File: src/hdl/cpuPkg.sv
package cpuPkg;

    typedef logic [31:0] word_t;
    typedef logic [4:0]  regAddr_t;

    typedef enum logic [2:0] {
        ALU_ADD,
        ALU_SUB,
        ALU_AND,
        ALU_OR,
        ALU_XOR,
        ALU_SLT,
        ALU_SLTU,
        ALU_LUI     // upper immediate passes through
    } aluOp_t;

    typedef enum logic {
        RES_ALU,
        RES_LOAD
    } resultSel_t;

    localparam logic [5:0] OP_RTYPE = 6'h00;
    localparam logic [5:0] OP_J     = 6'h02;
    localparam logic [5:0] OP_BEQ   = 6'h04;
    localparam logic [5:0] OP_BNE   = 6'h05;
    localparam logic [5:0] OP_ADDIU = 6'h09;
    localparam logic [5:0] OP_ANDI  = 6'h0c;
    localparam logic [5:0] OP_ORI   = 6'h0d;
    localparam logic [5:0] OP_LUI   = 6'h0f;
    localparam logic [5:0] OP_LW    = 6'h23;
    localparam logic [5:0] OP_SW    = 6'h2b;

    localparam logic [5:0] FN_ADDU = 6'h21;
    localparam logic [5:0] FN_SUBU = 6'h23;
    localparam logic [5:0] FN_AND  = 6'h24;
    localparam logic [5:0] FN_OR   = 6'h25;
    localparam logic [5:0] FN_XOR  = 6'h26;
    localparam logic [5:0] FN_SLT  = 6'h2a;
    localparam logic [5:0] FN_SLTU = 6'h2b;

    localparam int    NUM_REGS   = 32;
    localparam int    DMEM_WORDS = 64;
    localparam int    DMEM_AW    = $clog2(DMEM_WORDS);
    localparam word_t RESET_PC   = 32'h0000_0000;

    typedef struct packed {
        logic  cyc;
        logic  stb;
        word_t adr;
    } wbFetchReq_t;

    typedef struct packed {
        logic  ack;
        word_t dat;
    } wbFetchRsp_t;

    typedef struct packed {
        word_t pc;
        word_t instr;
    } ifIdPayload_t;

    typedef struct packed {
        word_t      pc;
        word_t      opA;
        word_t      opB;
        word_t      storeData;
        aluOp_t     aluOp;
        logic       regWe;
        regAddr_t   regAddr;
        logic       memRead;
        logic       memWrite;
        resultSel_t resultSel;
    } idExPayload_t;

    typedef struct packed {
        word_t      pc;
        word_t      aluResult;
        word_t      storeData;
        logic       regWe;
        regAddr_t   regAddr;
        logic       memRead;
        logic       memWrite;
        resultSel_t resultSel;
    } exMemPayload_t;

    // pending register write seen from decode
    typedef struct packed {
        logic     valid;
        regAddr_t regAddr;
        word_t    data;
        logic     isLoad;
    } fwdSrc_t;

    typedef struct packed {
        logic     valid;
        word_t    pc;
        logic     regWe;
        regAddr_t regAddr;
        word_t    data;
    } retireInfo_t;

endpackage

File: src/hdl/executeStage.sv
`timescale 1ns/10ps

module executeStage (
    input  logic                  exValid,
    input  cpuPkg::idExPayload_t  exData,
    output cpuPkg::exMemPayload_t exOut,
    output cpuPkg::fwdSrc_t       exFwd
);

    cpuPkg::word_t a;
    cpuPkg::word_t b;
    cpuPkg::word_t aluResult;

    assign a = exData.opA;
    assign b = exData.opB;

    always_comb begin
        case (exData.aluOp)
            cpuPkg::ALU_ADD:  aluResult = a + b;
            cpuPkg::ALU_SUB:  aluResult = a - b;
            cpuPkg::ALU_AND:  aluResult = a & b;
            cpuPkg::ALU_OR:   aluResult = a | b;
            cpuPkg::ALU_XOR:  aluResult = a ^ b;
            cpuPkg::ALU_SLT:  aluResult = {31'b0, $signed(a) < $signed(b)};
            cpuPkg::ALU_SLTU: aluResult = {31'b0, a < b};
            cpuPkg::ALU_LUI:  aluResult = {b[15:0], 16'b0};
            default:          aluResult = a + b;
        endcase
    end

    assign exOut = '{
        pc:        exData.pc,
        aluResult: aluResult,
        storeData: exData.storeData,
        regWe:     exData.regWe,
        regAddr:   exData.regAddr,
        memRead:   exData.memRead,
        memWrite:  exData.memWrite,
        resultSel: exData.resultSel
    };

    // for a load, data is only the address
    assign exFwd = '{
        valid:   exValid && exData.regWe,
        regAddr: exData.regAddr,
        data:    aluResult,
        isLoad:  exData.memRead
    };

endmodule

File: config.mk
export PLATFORM = sky130hd
export DESIGN_NAME = executeStage
export DESIGN_NICKNAME = d
export VERILOG_FILES = /design/src/hdl/cpuPkg.sv /design/src/hdl/executeStage.sv
export SDC_FILE = /design/constraint.sdc
export NUM_CORES = 1
export LEC_CHECK = 0
export ABC_AREA = 1
export BUFFER_PORTS_ARGS = -buffer_cell sky130_fd_sc_hd__buf_2
export CORE_MARGIN = 1.5
export CORE_UTILIZATION = 51
export DETAILED_ROUTE_END_ITERATION = 10
export GPL_ROUTABILITY_DRIVEN = 0
export PLACE_DENSITY_LB_ADDON = 0.08
export SYNTH_ARGS = -nofsm -noshare
export SYNTH_HDL_FRONTEND = slang
export SYNTH_SLANG_ARGS = --single-unit
export TNS_END_PERCENT = 100
File: constraint.sdc
create_clock -name vclk -period 5.6
set_input_delay 0.56 -clock vclk [all_inputs]
set_output_delay 0.56 -clock vclk [all_outputs]
set_load 0.01 [all_outputs]
# After elaboration in Yosys (flattened, before gate mapping)
# Index checks and enable logic that the tools add are counted.
# Widths: inputs -> output; s select.
[classes] addsub=2 n_lt_le_gt_ge=2 n_eq_ne=7 mux=1 n_bitwise=3 reduce_logical=2
[op_table] cell="$pmux 32 s8" count=1
[op_table] cell="$lt 32x32->1" count=2
[op_table] cell="$add 32x32->32" count=1
[op_table] cell="$and 32x32->32" count=1
[op_table] cell="$or 32x32->32" count=1
[op_table] cell="$sub 32x32->32" count=1
[op_table] cell="$xor 32x32->32" count=1
[op_table] cell="$eq 3x3->1 const B" count=4
[op_table] cell="$eq 3x2->1 const B" count=2
[op_table] cell="$eq 3x1->1 const B" count=1
[op_table] cell="$logic_not 3->1" count=1
[op_table] cell="$logic_and 1x1->1" count=1
[totals] register_bits=0 input_bits=141 out_inout_bits=144 elab_cells=17

# Logic depth before layout (Yosys ltp)
[logic_depth] depth_word=2 mapped_depth=18 ltp_nobuf=16

# Worst setup path after synthesis
# Ideal clock, no wire load.
[synth_path] path_kind="in2out" from="in exData[76] (netlist name)" to="out exOut[41] (netlist name)" arrival_ns=2.215 required_time_ns=5.040 setup_slack_ns=2.825 path_stages=16 n_path_buf=1 path_cell_list="inv_1 > ha_1 > fa_1 > inv_1 > nand2_1 > nand2_1 > nand2_1 > nand2_2 > nand2_2 > nand2_2 > nand2_2 > nand3_1 > nand2_1 > nor2_1 > nand3_1 > buf_4"
[synth_lines] item="start, declared" line="executeStage.sv:5" source="input cpuPkg::idExPayload_t exData,"
[synth_lines] item="end, declared" line="executeStage.sv:6" source="output cpuPkg::exMemPayload_t exOut,"

==> metrics.md <==
| Metric | Value |
|---|---|
| Maximum fanout along the worst path | 9 |
| Iter 0 DRT Violations | 665 |
| Distinct cells, synth | 38 |
| Worst stage delay on the critical path | 510 ps |
| Pins Over Slew Limit | 0 |
| Via count of the first global-routing pass | 7188 |
| Number of flip-flops and latches | 0 |
| Origin of the worst min-delay path | exData[137] |
| Layout Nets | 1597 |
| Status | finished, final reports clean |
| LEAKAGE | 0.004497 uW |
| Multiplexer share of the synthesized area | 0% |
| Rel. slew slack | 32.88% |
| Count of synthesis-stage warnings from yosys | 0 |
| Endpoint class of the critical path | output port |
| Maximum number of pins on one net before global-route repair | 24 |
| Area growth, synth to finish | -1.860% |
| Antenna violations before repair | 0 |
| Final ANT Viol Nets | 0 |
| Gate count of the mapped netlist | 1367 |
| Sum of negative setup slack | 0 ps |
| Wirelength per Cell | 15.85 microns |
| Fraction of final layout cells sized beyond drive strength 1 | approximately 14% |
| Total setup buffers inserted after CTS | 0 |
| Maximum ir drop on the vdd rail | just under 0.05 mV |
| DIE WIDTH | 122.4 microns |
| Post-synthesis share of cell area spent on and, or, nand and nor gates | between 40 and 50% |
| Count of instances resized after the clock tree is built | 0 |
| Critical-path cell list | buf_2 -> inv_1 -> ha_1 -> inv_1 -> a21oi_1 -> nor2_1 -> nor2_1 -> nor2_1 -> nor2_1 -> nand3_1 -> nand2_1 -> nand3_1 -> nand3_1 -> buf_2 |
| Power per unit of standard cell area | 103.1 nW/um^2 |
| Area of the die | 14970 sq um |
| Overall routed net length | between 20 and 25 mm |
| I/O pin cnt | ~290 |
| Sequential cell area in the final layout | 0 sq um |
| Hold Violations, Final | 0 |
| Global Route Usage Sum | 31.79% |
| Core ar. | 13880 sq um |
| Input/output buffers | 135 |
| Compound-cell area share of the yosys netlist | 12.37% |
| Leading cell type in the layout, fill and taps excluded | sky130_fd_sc_hd__nand2_1 |
| Critical path buffer and inverter count | 4 |
| Number of max-cap violations | 0 |
| Design Area, Final | between 7000 and 8000 sq um |
| Hold Buf Count CTS | 0 |
| Remaining Overflow, GRT | 0 |
| Drt first pass iters | 6 |
| Worst Max-Slew Pin Slew | about 1000 ps |
| Crit path arrival time | roughly 2700 ps |
| Post-synthesis adder-cell area fraction | 17.09% |
| Worst path most repeated cell | sky130_fd_sc_hd__nor2_1 |
| Shortest period the worst path allows | 3227 ps |
| Post-layout utilization of the core | 51.36% |
| Post-synthesis average cell area | between 5 and 6 sq um |
| Min-Delay Endpoint | exOut[102] |
| Layout fillers | 1608 |
| Cell area after synthesis | 7264 sq um |
| Leading cell types in the layout, fill and taps excluded | 368 x sky130_fd_sc_hd__nand2_1, 267 x sky130_fd_sc_hd__inv_1, 135 x sky130_fd_sc_hd__buf_2, 123 x sky130_fd_sc_hd__nor2_1, 118 x sky130_fd_sc_hd__nand3_1 |
| Data required time of the critical path | about 5000 ps |
| Startpoint kind of the worst setup timing path | primary input |
| Final number of setup-violating endpoints | 0 |
| Category of the critical setup timing path | primary input to output port |
| Total power consumption of the routed design | 734.8 uW |
| F_max | 309.9 MHz |
| Ant. Diodes | 0 |
| Vertical extent of the die | 122.4 microns |
| Final clock period utilization by the worst path | 57.62% |
| Cell type of the slowest stage on the worst timing path | sky130_fd_sc_hd__ha_1 |
| Initial core utilization | roughly 52% |
| Number of core rows | 43 |
| Fraction of synthesized cell area in xor and xnor cells | 1.085% |
| Routed vias/inst | 5.255 |
| Placed cell areas | 7129 sq um |
| Fraction of the yosys area taken by sequential cells | 0% |
| Nets in the synthesized netlist | about 1600 |
| Number of clock buffers in the layout | 0 |
| Dominant combinational cell family by area after synthesis | simple AND/OR/NAND/NOR gates |
| HPWL after detailed placement | 20.44 mm |
| Count of unresolved DRC violations after routing | 0 |
| Number of cells on the worst hold path | 0 |
| CP top delay family | simple AND/OR/NAND/NOR gates |
| Routed vias | around 8100 |
| Hold Path Class | primary input to output port |
| Setup repair after global routing missed its margin | no |
| Wire length of the first global-routing pass | 37.03 mm |
-- worst max path at each step --
stage                     startpoint         to  slack, ps  cells after the start
final                     exData[63]  exOut[67]       2370                     14
after global routing      exData[49]  exFwd[31]       2210                     16
after CTS                 exData[10]  exFwd[20]       2420                      9
after detailed placement  exData[10]  exFwd[20]       2420                      9
after global placement    exData[10]  exFwd[20]       2440                      9
after floorplan           exData[76]  exOut[41]       2820                     16
-- cell usage after synthesis, types with 3 or more instances --
master	count	area share (%)
sky130_fd_sc_hd__a211oi_1	6	0.62
sky130_fd_sc_hd__a21oi_1	60	4.1
sky130_fd_sc_hd__a21oi_2	4	0.48
sky130_fd_sc_hd__a221oi_1	6	0.72
sky130_fd_sc_hd__buf_2	17	1.2
sky130_fd_sc_hd__buf_4	124	13
sky130_fd_sc_hd__buf_6	3	0.47
sky130_fd_sc_hd__clkbuf_1	4	0.21
sky130_fd_sc_hd__ha_1	96	17
sky130_fd_sc_hd__inv_1	267	14
sky130_fd_sc_hd__inv_2	9	0.47
sky130_fd_sc_hd__nand2_1	368	19
sky130_fd_sc_hd__nand2_2	17	1.5
sky130_fd_sc_hd__nand3_1	118	8.1
sky130_fd_sc_hd__nand3_2	4	0.55
sky130_fd_sc_hd__nand4_1	15	1.3
sky130_fd_sc_hd__nor2_1	124	6.4
sky130_fd_sc_hd__nor2_2	11	0.95
sky130_fd_sc_hd__nor3_1	11	0.76
sky130_fd_sc_hd__nor3_2	5	0.69
sky130_fd_sc_hd__o2111ai_1	5	0.60
sky130_fd_sc_hd__o21ai_0	33	2.3
sky130_fd_sc_hd__o21ai_1	3	0.21
sky130_fd_sc_hd__o21bai_1	8	0.83
sky130_fd_sc_hd__o22ai_1	25	2.2
sky130_fd_sc_hd__xor2_1	9	1.1
-- cell families after synthesis --
| kind of cell | after synthesis |
|---|---|
| XOR/XNOR | 9 |
| AO/OA/AOI/OAI | 153 |
| buffers and inverters | 426 |
| adder cells (fa/ha/maj) | 98 |
| AND/OR/NAND/NOR | 681 |
-- final cells by class --
| cell class | count | area, sq um | share of cell area, % |
|---|---|---|---|
| well taps | 180 | 225.2 | 3.159 |
| inverters | 276 | 1036 | 14.53 |
| repair buffers | 139 | 705.7 | 9.898 |
| multi-input cells | 941 | 5162 | 72.41 |
-- report_power, final --
group,internal [uW],total (uW),switching [uW]
combinational,239,735,495
sequential,0,0,0
clock,0,0,0
total,239,735,495
-- metrics by stage --
stage,hold slack (ps),cells,worst slack (ps)
3_3_place_gp,1120,1536,2442
2_1_floorplan,1209,1367,2825
5_1_grt,1120,1536,2211
3_5_place_dp,1120,1536,2423
6_report,1120,1536,2373
4_1_cts,1120,1536,2419
-- metal layers --
| metal | GRT usage, % | wire, microns | up-vias |
|---|---|---|---|
| met2 | 53.84 | 10710 | 406 |
| met4 | 15.19 | 1434 | 0 |
| met3 | 3.857 | 2036 | 96 |
| met1 | 39.88 | 10170 | 3470 |
| met5 | 0 | 0 | - |
| li1 | - | - | 4100 |
Power figures use the tool's default switching activity.
