--- src/hdl/cpuPkg.sv ---
package cpuPkg;

    typedef logic [31:0] word_t;
    typedef logic [4:0]  regAddr_t;

    typedef enum logic [2:0] {
        ALU_ADD,
        ALU_SUB,
        ALU_AND,
        ALU_OR,
        ALU_XOR,
        ALU_SLT,
        ALU_SLTU,
        ALU_LUI     // upper immediate passes through
    } aluOp_t;

    typedef enum logic {
        RES_ALU,
        RES_LOAD
    } resultSel_t;

    localparam logic [5:0] OP_RTYPE = 6'h00;
    localparam logic [5:0] OP_J     = 6'h02;
    localparam logic [5:0] OP_BEQ   = 6'h04;
    localparam logic [5:0] OP_BNE   = 6'h05;
    localparam logic [5:0] OP_ADDIU = 6'h09;
    localparam logic [5:0] OP_ANDI  = 6'h0c;
    localparam logic [5:0] OP_ORI   = 6'h0d;
    localparam logic [5:0] OP_LUI   = 6'h0f;
    localparam logic [5:0] OP_LW    = 6'h23;
    localparam logic [5:0] OP_SW    = 6'h2b;

    localparam logic [5:0] FN_ADDU = 6'h21;
    localparam logic [5:0] FN_SUBU = 6'h23;
    localparam logic [5:0] FN_AND  = 6'h24;
    localparam logic [5:0] FN_OR   = 6'h25;
    localparam logic [5:0] FN_XOR  = 6'h26;
    localparam logic [5:0] FN_SLT  = 6'h2a;
    localparam logic [5:0] FN_SLTU = 6'h2b;

    localparam int    NUM_REGS   = 32;
    localparam int    DMEM_WORDS = 64;
    localparam int    DMEM_AW    = $clog2(DMEM_WORDS);
    localparam word_t RESET_PC   = 32'h0000_0000;

    typedef struct packed {
        logic  cyc;
        logic  stb;
        word_t adr;
    } wbFetchReq_t;

    typedef struct packed {
        logic  ack;
        word_t dat;
    } wbFetchRsp_t;

    typedef struct packed {
        word_t pc;
        word_t instr;
    } ifIdPayload_t;

    typedef struct packed {
        word_t      pc;
        word_t      opA;
        word_t      opB;
        word_t      storeData;
        aluOp_t     aluOp;
        logic       regWe;
        regAddr_t   regAddr;
        logic       memRead;
        logic       memWrite;
        resultSel_t resultSel;
    } idExPayload_t;

    typedef struct packed {
        word_t      pc;
        word_t      aluResult;
        word_t      storeData;
        logic       regWe;
        regAddr_t   regAddr;
        logic       memRead;
        logic       memWrite;
        resultSel_t resultSel;
    } exMemPayload_t;

    // pending register write seen from decode
    typedef struct packed {
        logic     valid;
        regAddr_t regAddr;
        word_t    data;
        logic     isLoad;
    } fwdSrc_t;

    typedef struct packed {
        logic     valid;
        word_t    pc;
        logic     regWe;
        regAddr_t regAddr;
        word_t    data;
    } retireInfo_t;

endpackage

--- src/hdl/fetchStage.sv ---
`timescale 1ns/10ps

module fetchStage (
    input  logic                 clk,
    input  logic                 rst,
    output cpuPkg::wbFetchReq_t  fetchReq,
    input  cpuPkg::wbFetchRsp_t  fetchRsp,
    input  logic                 stall,
    input  logic                 redirect,
    input  cpuPkg::word_t        redirectPc,
    output logic                 ifValid,
    output cpuPkg::ifIdPayload_t ifData
);

    cpuPkg::word_t pc;         // address on the bus
    cpuPkg::word_t pendingPc;  // target waiting behind a dropped cycle
    logic          busActive;
    logic          discard;
    logic          take;

    assign take = fetchRsp.ack && !discard && !stall && !redirect;
    assign fetchReq = '{cyc: busActive, stb: busActive, adr: pc};

    always_ff @(posedge clk or posedge rst) begin
        if (rst) begin
            busActive <= 1'b0;
            discard   <= 1'b0;
            pc        <= cpuPkg::RESET_PC;
            pendingPc <= cpuPkg::RESET_PC;
            ifValid   <= 1'b0;
        end else begin
            busActive <= 1'b1;  // fetch never idles after reset
            if (discard) begin
                if (fetchRsp.ack) begin
                    discard <= 1'b0;
                    pc      <= pendingPc;
                end
            end else if (redirect && !fetchRsp.ack) begin
                discard   <= 1'b1;  // finish the old cycle first
                pendingPc <= redirectPc;
            end else if (redirect) begin
                pc <= redirectPc;
            end else if (take) begin
                pc <= pc + 32'd4;
            end

            if (redirect) begin
                ifValid <= 1'b0;
            end else if (!stall) begin
                ifValid <= take;
            end
        end
    end

    always_ff @(posedge clk) begin
        if (take) begin
            ifData <= '{pc: pc, instr: fetchRsp.dat};
        end
    end

    adrStable: assert property (@(posedge clk) disable iff (rst)
        fetchReq.stb && !fetchRsp.ack |=> $stable(fetchReq.adr));

endmodule

--- config.mk ---
export PLATFORM = sky130hd
export DESIGN_NAME = fetchStage
export DESIGN_NICKNAME = d
export VERILOG_FILES = /design/src/hdl/cpuPkg.sv /design/src/hdl/fetchStage.sv
export SDC_FILE = /design/constraint.sdc
export NUM_CORES = 1
export LEC_CHECK = 0
export ABC_AREA = 0
export CORE_ASPECT_RATIO = 1.25
export CORE_MARGIN = 5
export CORE_UTILIZATION = 55
export DETAILED_ROUTE_END_ITERATION = 10
export DONT_BUFFER_PORTS = 1
export PLACE_DENSITY = 0.72
export SYNTH_ARGS = -nofsm -noshare
export SYNTH_HDL_FRONTEND = slang
export SYNTH_SLANG_ARGS = --single-unit
--- constraint.sdc ---
create_clock -name clk -period 6.75 [get_ports clk]
set_input_delay 0.675 -clock clk [delete_from_list [all_inputs] [get_ports clk]]
set_output_delay 0.675 -clock clk [all_outputs]
set_load 0.02 [all_outputs]
# Yosys cells after proc, flatten, opt, wreduce, memory -nomap -nowiden
# Cells that the tools add are included.
# totals
input_bits	69
word_cells	33
regBits	131
output_inout_bits	99
# classes
eq_ne	3
reduce_logical	11
n_bitwise	1
add_sub_neg	1
muxes	10
# op_table
op	n
two-way mux 32 bit	5
adder 32 x 3 -> 32 bit, second input constant	1
two-way mux 1 bit	5
logical AND 1 bit	4
zero test 1 bit	4
inequality test 2 bit, second input constant	2
AND reduction 3 bit	1
nonzero test 3 bit	1
inequality test 2 x 1 -> 1 bit, second input constant	1
AND reduction 2 bit	1
NOT 1 bit	1

# Logic depth before layout (Yosys ltp)
# depth
word_depth	8
ltp_mapped	7
mapped_depth_nobuf	5

# Worst setup path after synthesis
# OpenSTA, ideal clock, no wires.
# synth_path
path_kind	input to register
from	input redirect
to	register ifData[0] (netlist bit) (enable)
n_path_buf	3
path_stages	5
arrival_time_ps	4171
setup_time_ps	486
t_required_ps	6264
slack_ps	2092
cell_sequence	buf_2 or2_2 clkbuf_1 clkbuf_1 nor2_1
# synth_via
elab_chain_cells	2
# synth_lines
element	line	source
from (decl)	fetchStage.sv:9	input logic redirect,
zero test 1 bit	fetchStage.sv:21	assign take = fetchRsp.ack && !discard && !stall && !redirect;
logical AND 1 bit	fetchStage.sv:21	
via take	fetchStage.sv:19	logic take;
to (signal assigned)	fetchStage.sv:57	ifData <= '{pc: pc, instr: fetchRsp.dat};
to (decl)	fetchStage.sv:12	output cpuPkg::ifIdPayload_t ifData
# The timed path passes the listed nets, and every way through them passes these cells.
# A chain may end at the register's enable or synchronous reset.

# Worst setup path in the final report
# layout_path
from	register discard
to	register ifData[36] (netlist bit) (enable)
# layout_via
elab_chain_cells	4
# layout_lines
element	line	source
from (decl)	fetchStage.sv:18	logic discard;
from (signal assigned)	fetchStage.sv:27	discard <= 1'b0;
from (signal assigned)	fetchStage.sv:35	discard <= 1'b0;
from (signal assigned)	fetchStage.sv:39	discard <= 1'b1;
zero test 1 bit	fetchStage.sv:21	
logical AND 1 bit (3 in a row)	fetchStage.sv:21	
via take	fetchStage.sv:19	
# The timed path passes the listed nets, and every way through them passes these cells.

==> impl_metrics.prom <==
# TYPE chip_impl_metric gauge
chip_impl_metric{name="floorplan.die_area",unit="um2"} 12700
chip_impl_metric{name="post_synth_num_cell_types",unit=""} 57
chip_impl_metric{name="design.final.nets",unit=""} 529
chip_impl_metric{name="grt_overflow",unit=""} 0
chip_impl_metric{name="placed_cell_area",unit="um2"} 5870
chip_impl_metric{name="shortest_clock_period_the_worst_path_allows_after_layout",unit="ns"} 2.42
chip_impl_metric{name="synth.ff_latch_count",unit=""} 131
chip_impl_info{name="cp-end-kind",value="register"} 1
chip_impl_metric{name="tritoncts_buffers",unit=""} 17
chip_impl_info{name="synth_top_flop_cell",value="sky130_fd_sc_hd__dfrtp_1"} 1
chip_impl_metric{name="post-place-ws",unit="ns"} 4.34
chip_impl_metric{name="drt-wirelength-per-cell",unit="um"} 23.1
chip_impl_metric{name="post_cts_buffers",unit=""} 0
chip_impl_info{name="clk_root_buf",value="sky130_fd_sc_hd__clkbuf_16"} 1
chip_impl_metric{name="grt_pass1_wl",unit="um"} 21700
chip_impl_metric{name="synth_seq_area_share",unit="%"} 62.2
chip_impl_metric{name="layoutNonFillerInstCount",unit=""} 601
chip_impl_info{name="criticalPathCategory",value="reg -> reg"} 1
chip_impl_metric{name="clock_tree.htree_level_count",unit=""} 4
chip_impl_info{name="timing.critical_path.slowest_stage_cell",value="sky130_fd_sc_hd__buf_4"} 1
chip_impl_metric{name="cts-resized-gates",unit=""} 0
chip_impl_metric{name="insertedDiodeCount",unit=""} 0
chip_impl_metric{name="tritoncts_num_sinks",unit=""} 131
chip_impl_metric{name="largest_net_degree_at_the_start_of_global_routing",unit=""} 68
chip_impl_metric{name="crit_path_max_incr_delay",unit="ns"} 0.61
chip_impl_metric{name="synthCells",unit=""} 466
chip_impl_metric{name="relSlewSlack",unit="%"} 43.1
chip_impl_metric{name="slew_violations",unit=""} 0
chip_impl_metric{name="setup_viol",unit=""} 0
chip_impl_info{name="grt_setup_unrepaired",value="no"} 1
chip_impl_metric{name="fin_worst_skew",unit="ns"} 0.00608
chip_impl_metric{name="buffer_ports.inserted",unit=""} 0
chip_impl_metric{name="design_area",unit="um2"} 6530
chip_impl_metric{name="syn_area_per_cell",unit="um2"} 12.4
chip_impl_metric{name="via_count",unit=""} 3893
chip_impl_metric{name="filler_cell_count",unit=""} 741
chip_impl_metric{name="cell_rows",unit=""} 41
chip_impl_metric{name="final_min_period_over_clock_period",unit="%"} 35.9
chip_impl_metric{name="syn_to_final_growth",unit="%"} 12.9
chip_impl_metric{name="grt_util_all_layers",unit="%"} 22.2
chip_impl_metric{name="post_route_cells_drive_above_1_share",unit="%"} 17.6
chip_impl_metric{name="synthArstFlopShare",unit="%"} 51.1
chip_impl_metric{name="drv.max_cap_violation_count",unit=""} 0
chip_impl_metric{name="irDropWorstVdd",unit="uV"} 200
chip_impl_metric{name="synthesis.nets",unit=""} 536
chip_impl_metric{name="die_w",unit="um"} 102
chip_impl_metric{name="detail_route.vias_per_cell",unit=""} 6.48
chip_impl_metric{name="timing.critical_path.arrival",unit="ns"} 2.47
chip_impl_metric{name="grt_pass1_vias",unit=""} 3882
chip_impl_metric{name="worst_setup_hold_path_clk_slew",unit="ns"} 0.05
chip_impl_metric{name="finalHoldViolCount",unit=""} 0
chip_impl_metric{name="final_critical_path_setup_slack",unit="ns"} 4.33
chip_impl_metric{name="critical_path_required",unit="ns"} 6.79
chip_impl_metric{name="crit_path_max_fanout",unit=""} 62
chip_impl_metric{name="ioPinCount",unit=""} 168
chip_impl_info{name="cts_tree",value="yes"} 1
chip_impl_metric{name="antenna_found_initial",unit=""} 0
chip_impl_metric{name="clk_latency",unit="ns"} 0.42
chip_impl_info{name="timing.hold.worst.class",value="in -> reg"} 1
chip_impl_metric{name="worst_slew_pin_slew",unit="ns"} 0.854
chip_impl_metric{name="cellLeakagePower",unit="nW"} 2.39
chip_impl_metric{name="synth_enable_flop_cells",unit=""} 64
chip_impl_metric{name="antenna_left",unit=""} 0
chip_impl_metric{name="final.setup.tns",unit="ns"} 0
chip_impl_metric{name="dp_hpwl",unit="um"} 9570
chip_impl_metric{name="finalWeightedCongestion",unit=""} 0.836
chip_impl_info{name="critPathMostFrequentCell",value="sky130_fd_sc_hd__buf_4"} 1
chip_impl_metric{name="pnr_total_power",unit="W"} 0.00236
chip_impl_metric{name="netlist_area_before_placement",unit="um2"} 5780
chip_impl_metric{name="cts.hold.buffers_added",unit=""} 0
chip_impl_metric{name="dr.pass1.iters",unit=""} 5
chip_impl_info{name="worst_setup_path_start_kind",value="register"} 1
chip_impl_metric{name="placedCellCount",unit=""} 569
chip_impl_info{name="run_status",value="finished clean"} 1
chip_impl_metric{name="yosysWarningCount",unit=""} 0
chip_impl_metric{name="die_h",unit="um"} 125
chip_impl_metric{name="core",unit="um2"} 10200
chip_impl_metric{name="power.density_cell_area",unit="nW/um2"} 361
chip_impl_metric{name="drc",unit=""} 0
chip_impl_metric{name="timing.fmax",unit="MHz"} 413
chip_impl_info{name="crit_chain",value="buf_4 > or2_2 > nor2_4 > buf_4"} 1
chip_impl_metric{name="clock_path_buffers",unit=""} 2
chip_impl_metric{name="initial_utilization",unit="%"} 56.7
chip_impl_metric{name="initialDrtViolationCount",unit=""} 300
chip_impl_metric{name="routed_wirelength",unit="um"} 13900
[worst paths after layout]
kind	from	to	slack, ns	cells past startpoint
hold / removal	fetchRsp[32]	discard$_DFF_PP0_	0.32	1
max in group asynchronous	rst	pc[25]$_DFFE_PP0P_	5.80	2
setup / recovery	discard$_DFF_PP0_	ifData[36]$_DFFE_PP_	4.33	4
setup reg to reg	discard$_DFF_PP0_	ifData[36]$_DFFE_PP_	4.33	4
hold reg to reg	pendingPc[15]$_DFFE_PP0P_	pendingPc[15]$_DFFE_PP0P_	0.50	1
min in group asynchronous	rst	pendingPc[0]$_DFFE_PP0P_	0.41	2
[metal layers]
| layer | track usage, % | share of wire [%] |
|---|---|---|
| met5 | 0 | 0 |
| met4 | 8.76 | 2.1 |
| met3 | 10.3 | 13 |
| met2 | 31.6 | 45 |
| met1 | 29.4 | 40 |
[placed cells by master (no fill, tap or decap), drive strengths merged, types with 5 or more instances in the layout]
| master | synthesis | layout |
|---|---|---|
| nor4 | 10 | 10 |
| nor3 | 8 | 8 |
| clkbuf | 23 | 24 |
| o311ai | 5 | 5 |
| a22oi | 10 | 10 |
| nand4 | 20 | 20 |
| mux2i | 7 | 7 |
| mux2 | 32 | 32 |
| dfrtp | 67 | 67 |
| o21ai | 23 | 23 |
| inv | 7 | 10 |
| nor2 | 18 | 18 |
| nand3 | 15 | 15 |
| nand2 | 49 | 49 |
| a22o | 12 | 12 |
| o211ai | 6 | 6 |
| a21oi | 13 | 13 |
| edfxtp | 64 | 64 |
| nor2b | 5 | 5 |
| buf | 11 | 8 |
[metrics by stage]
stage | hold slack (ns) | utilization (%)
floorplan | 0.459 | -
global placement | 0.470 | 57.5
detailed placement | 0.485 | 57.5
CTS | 0.306 | 64.0
global route | 0.313 | 64.0
finish | 0.322 | 64.0
[sequential cells by signal, summed over array words and instances (netlist names)]
| signal | cells |
|---|---|
| ifValid | 1 |
| pendingPc | 32 |
| pc | 32 |
| discard | 1 |
| busActive | 1 |
| ifData | 64 |
[layout make-up]
class                   count  area (um2)  area share (%)
flip-flops and latches    131        3600            55.1
multi-input cells         294        2020            31.0
clock buffers              24         557            8.52
well taps                 129         161            2.47
clock inverters             8         105            1.61
repair buffers              8        60.1           0.920
inverters                   7        26.3           0.402
[cells in the mapped netlist (3+ instances only)]
master	number	share of area [%]
sky130_fd_sc_hd__a22oi_1	10	1.3
sky130_fd_sc_hd__nor3_1	8	0.69
sky130_fd_sc_hd__inv_1	7	0.45
sky130_fd_sc_hd__nand4_1	18	1.9
sky130_fd_sc_hd__nor2b_1	5	0.54
sky130_fd_sc_hd__nand3_1	12	1.0
sky130_fd_sc_hd__o31ai_1	4	0.52
sky130_fd_sc_hd__o2bb2ai_1	3	0.45
sky130_fd_sc_hd__nand3b_1	3	0.39
sky130_fd_sc_hd__mux2_2	31	6.0
sky130_fd_sc_hd__a211oi_1	4	0.52
sky130_fd_sc_hd__o311ai_0	3	0.45
sky130_fd_sc_hd__nand3_2	3	0.52
sky130_fd_sc_hd__edfxtp_1	64	33
sky130_fd_sc_hd__and4_1	3	0.45
sky130_fd_sc_hd__nor4_1	8	0.87
sky130_fd_sc_hd__o211ai_1	6	0.78
sky130_fd_sc_hd__dfrtp_1	67	29
sky130_fd_sc_hd__buf_2	9	0.78
sky130_fd_sc_hd__clkbuf_1	22	1.4
sky130_fd_sc_hd__a221oi_1	4	0.61
sky130_fd_sc_hd__o21ai_0	22	1.9
sky130_fd_sc_hd__mux2i_1	7	1.2
sky130_fd_sc_hd__nor2_1	18	1.2
sky130_fd_sc_hd__a21oi_1	13	1.1
sky130_fd_sc_hd__a31oi_1	3	0.32
sky130_fd_sc_hd__o41ai_1	4	0.61
sky130_fd_sc_hd__nand2_1	49	3.2
sky130_fd_sc_hd__o22ai_1	3	0.32
sky130_fd_sc_hd__a22o_1	12	1.8
sky130_fd_sc_hd__a221o_1	3	0.52
[cell families after synthesis]
logic type	count (synthesis)	share of synthesized area (%)
DFF	131	62.2
and+or+nand+nor	145	13.8
muxes	39	7.44
buffers and inverters	41	3.01
AOI/OAI and AO/OA	108	13.3
adders and majority gates	1	0.216
other	1	0.0648
[power breakdown]
part           internal [W]  switching (W)
Clock              0.000654       0.000340
Combinational      0.000104       0.000115
Sequential         0.000944       0.000200
[worst max-delay path: cells and delay by family, from the launching register on]
family | cells | cell delay (ns)
buffers and inverters | 2 | 0.88
and+or+nand+nor | 2 | 0.74
DFF | 1 | 0.36
(Power assumes the default switching activity.)
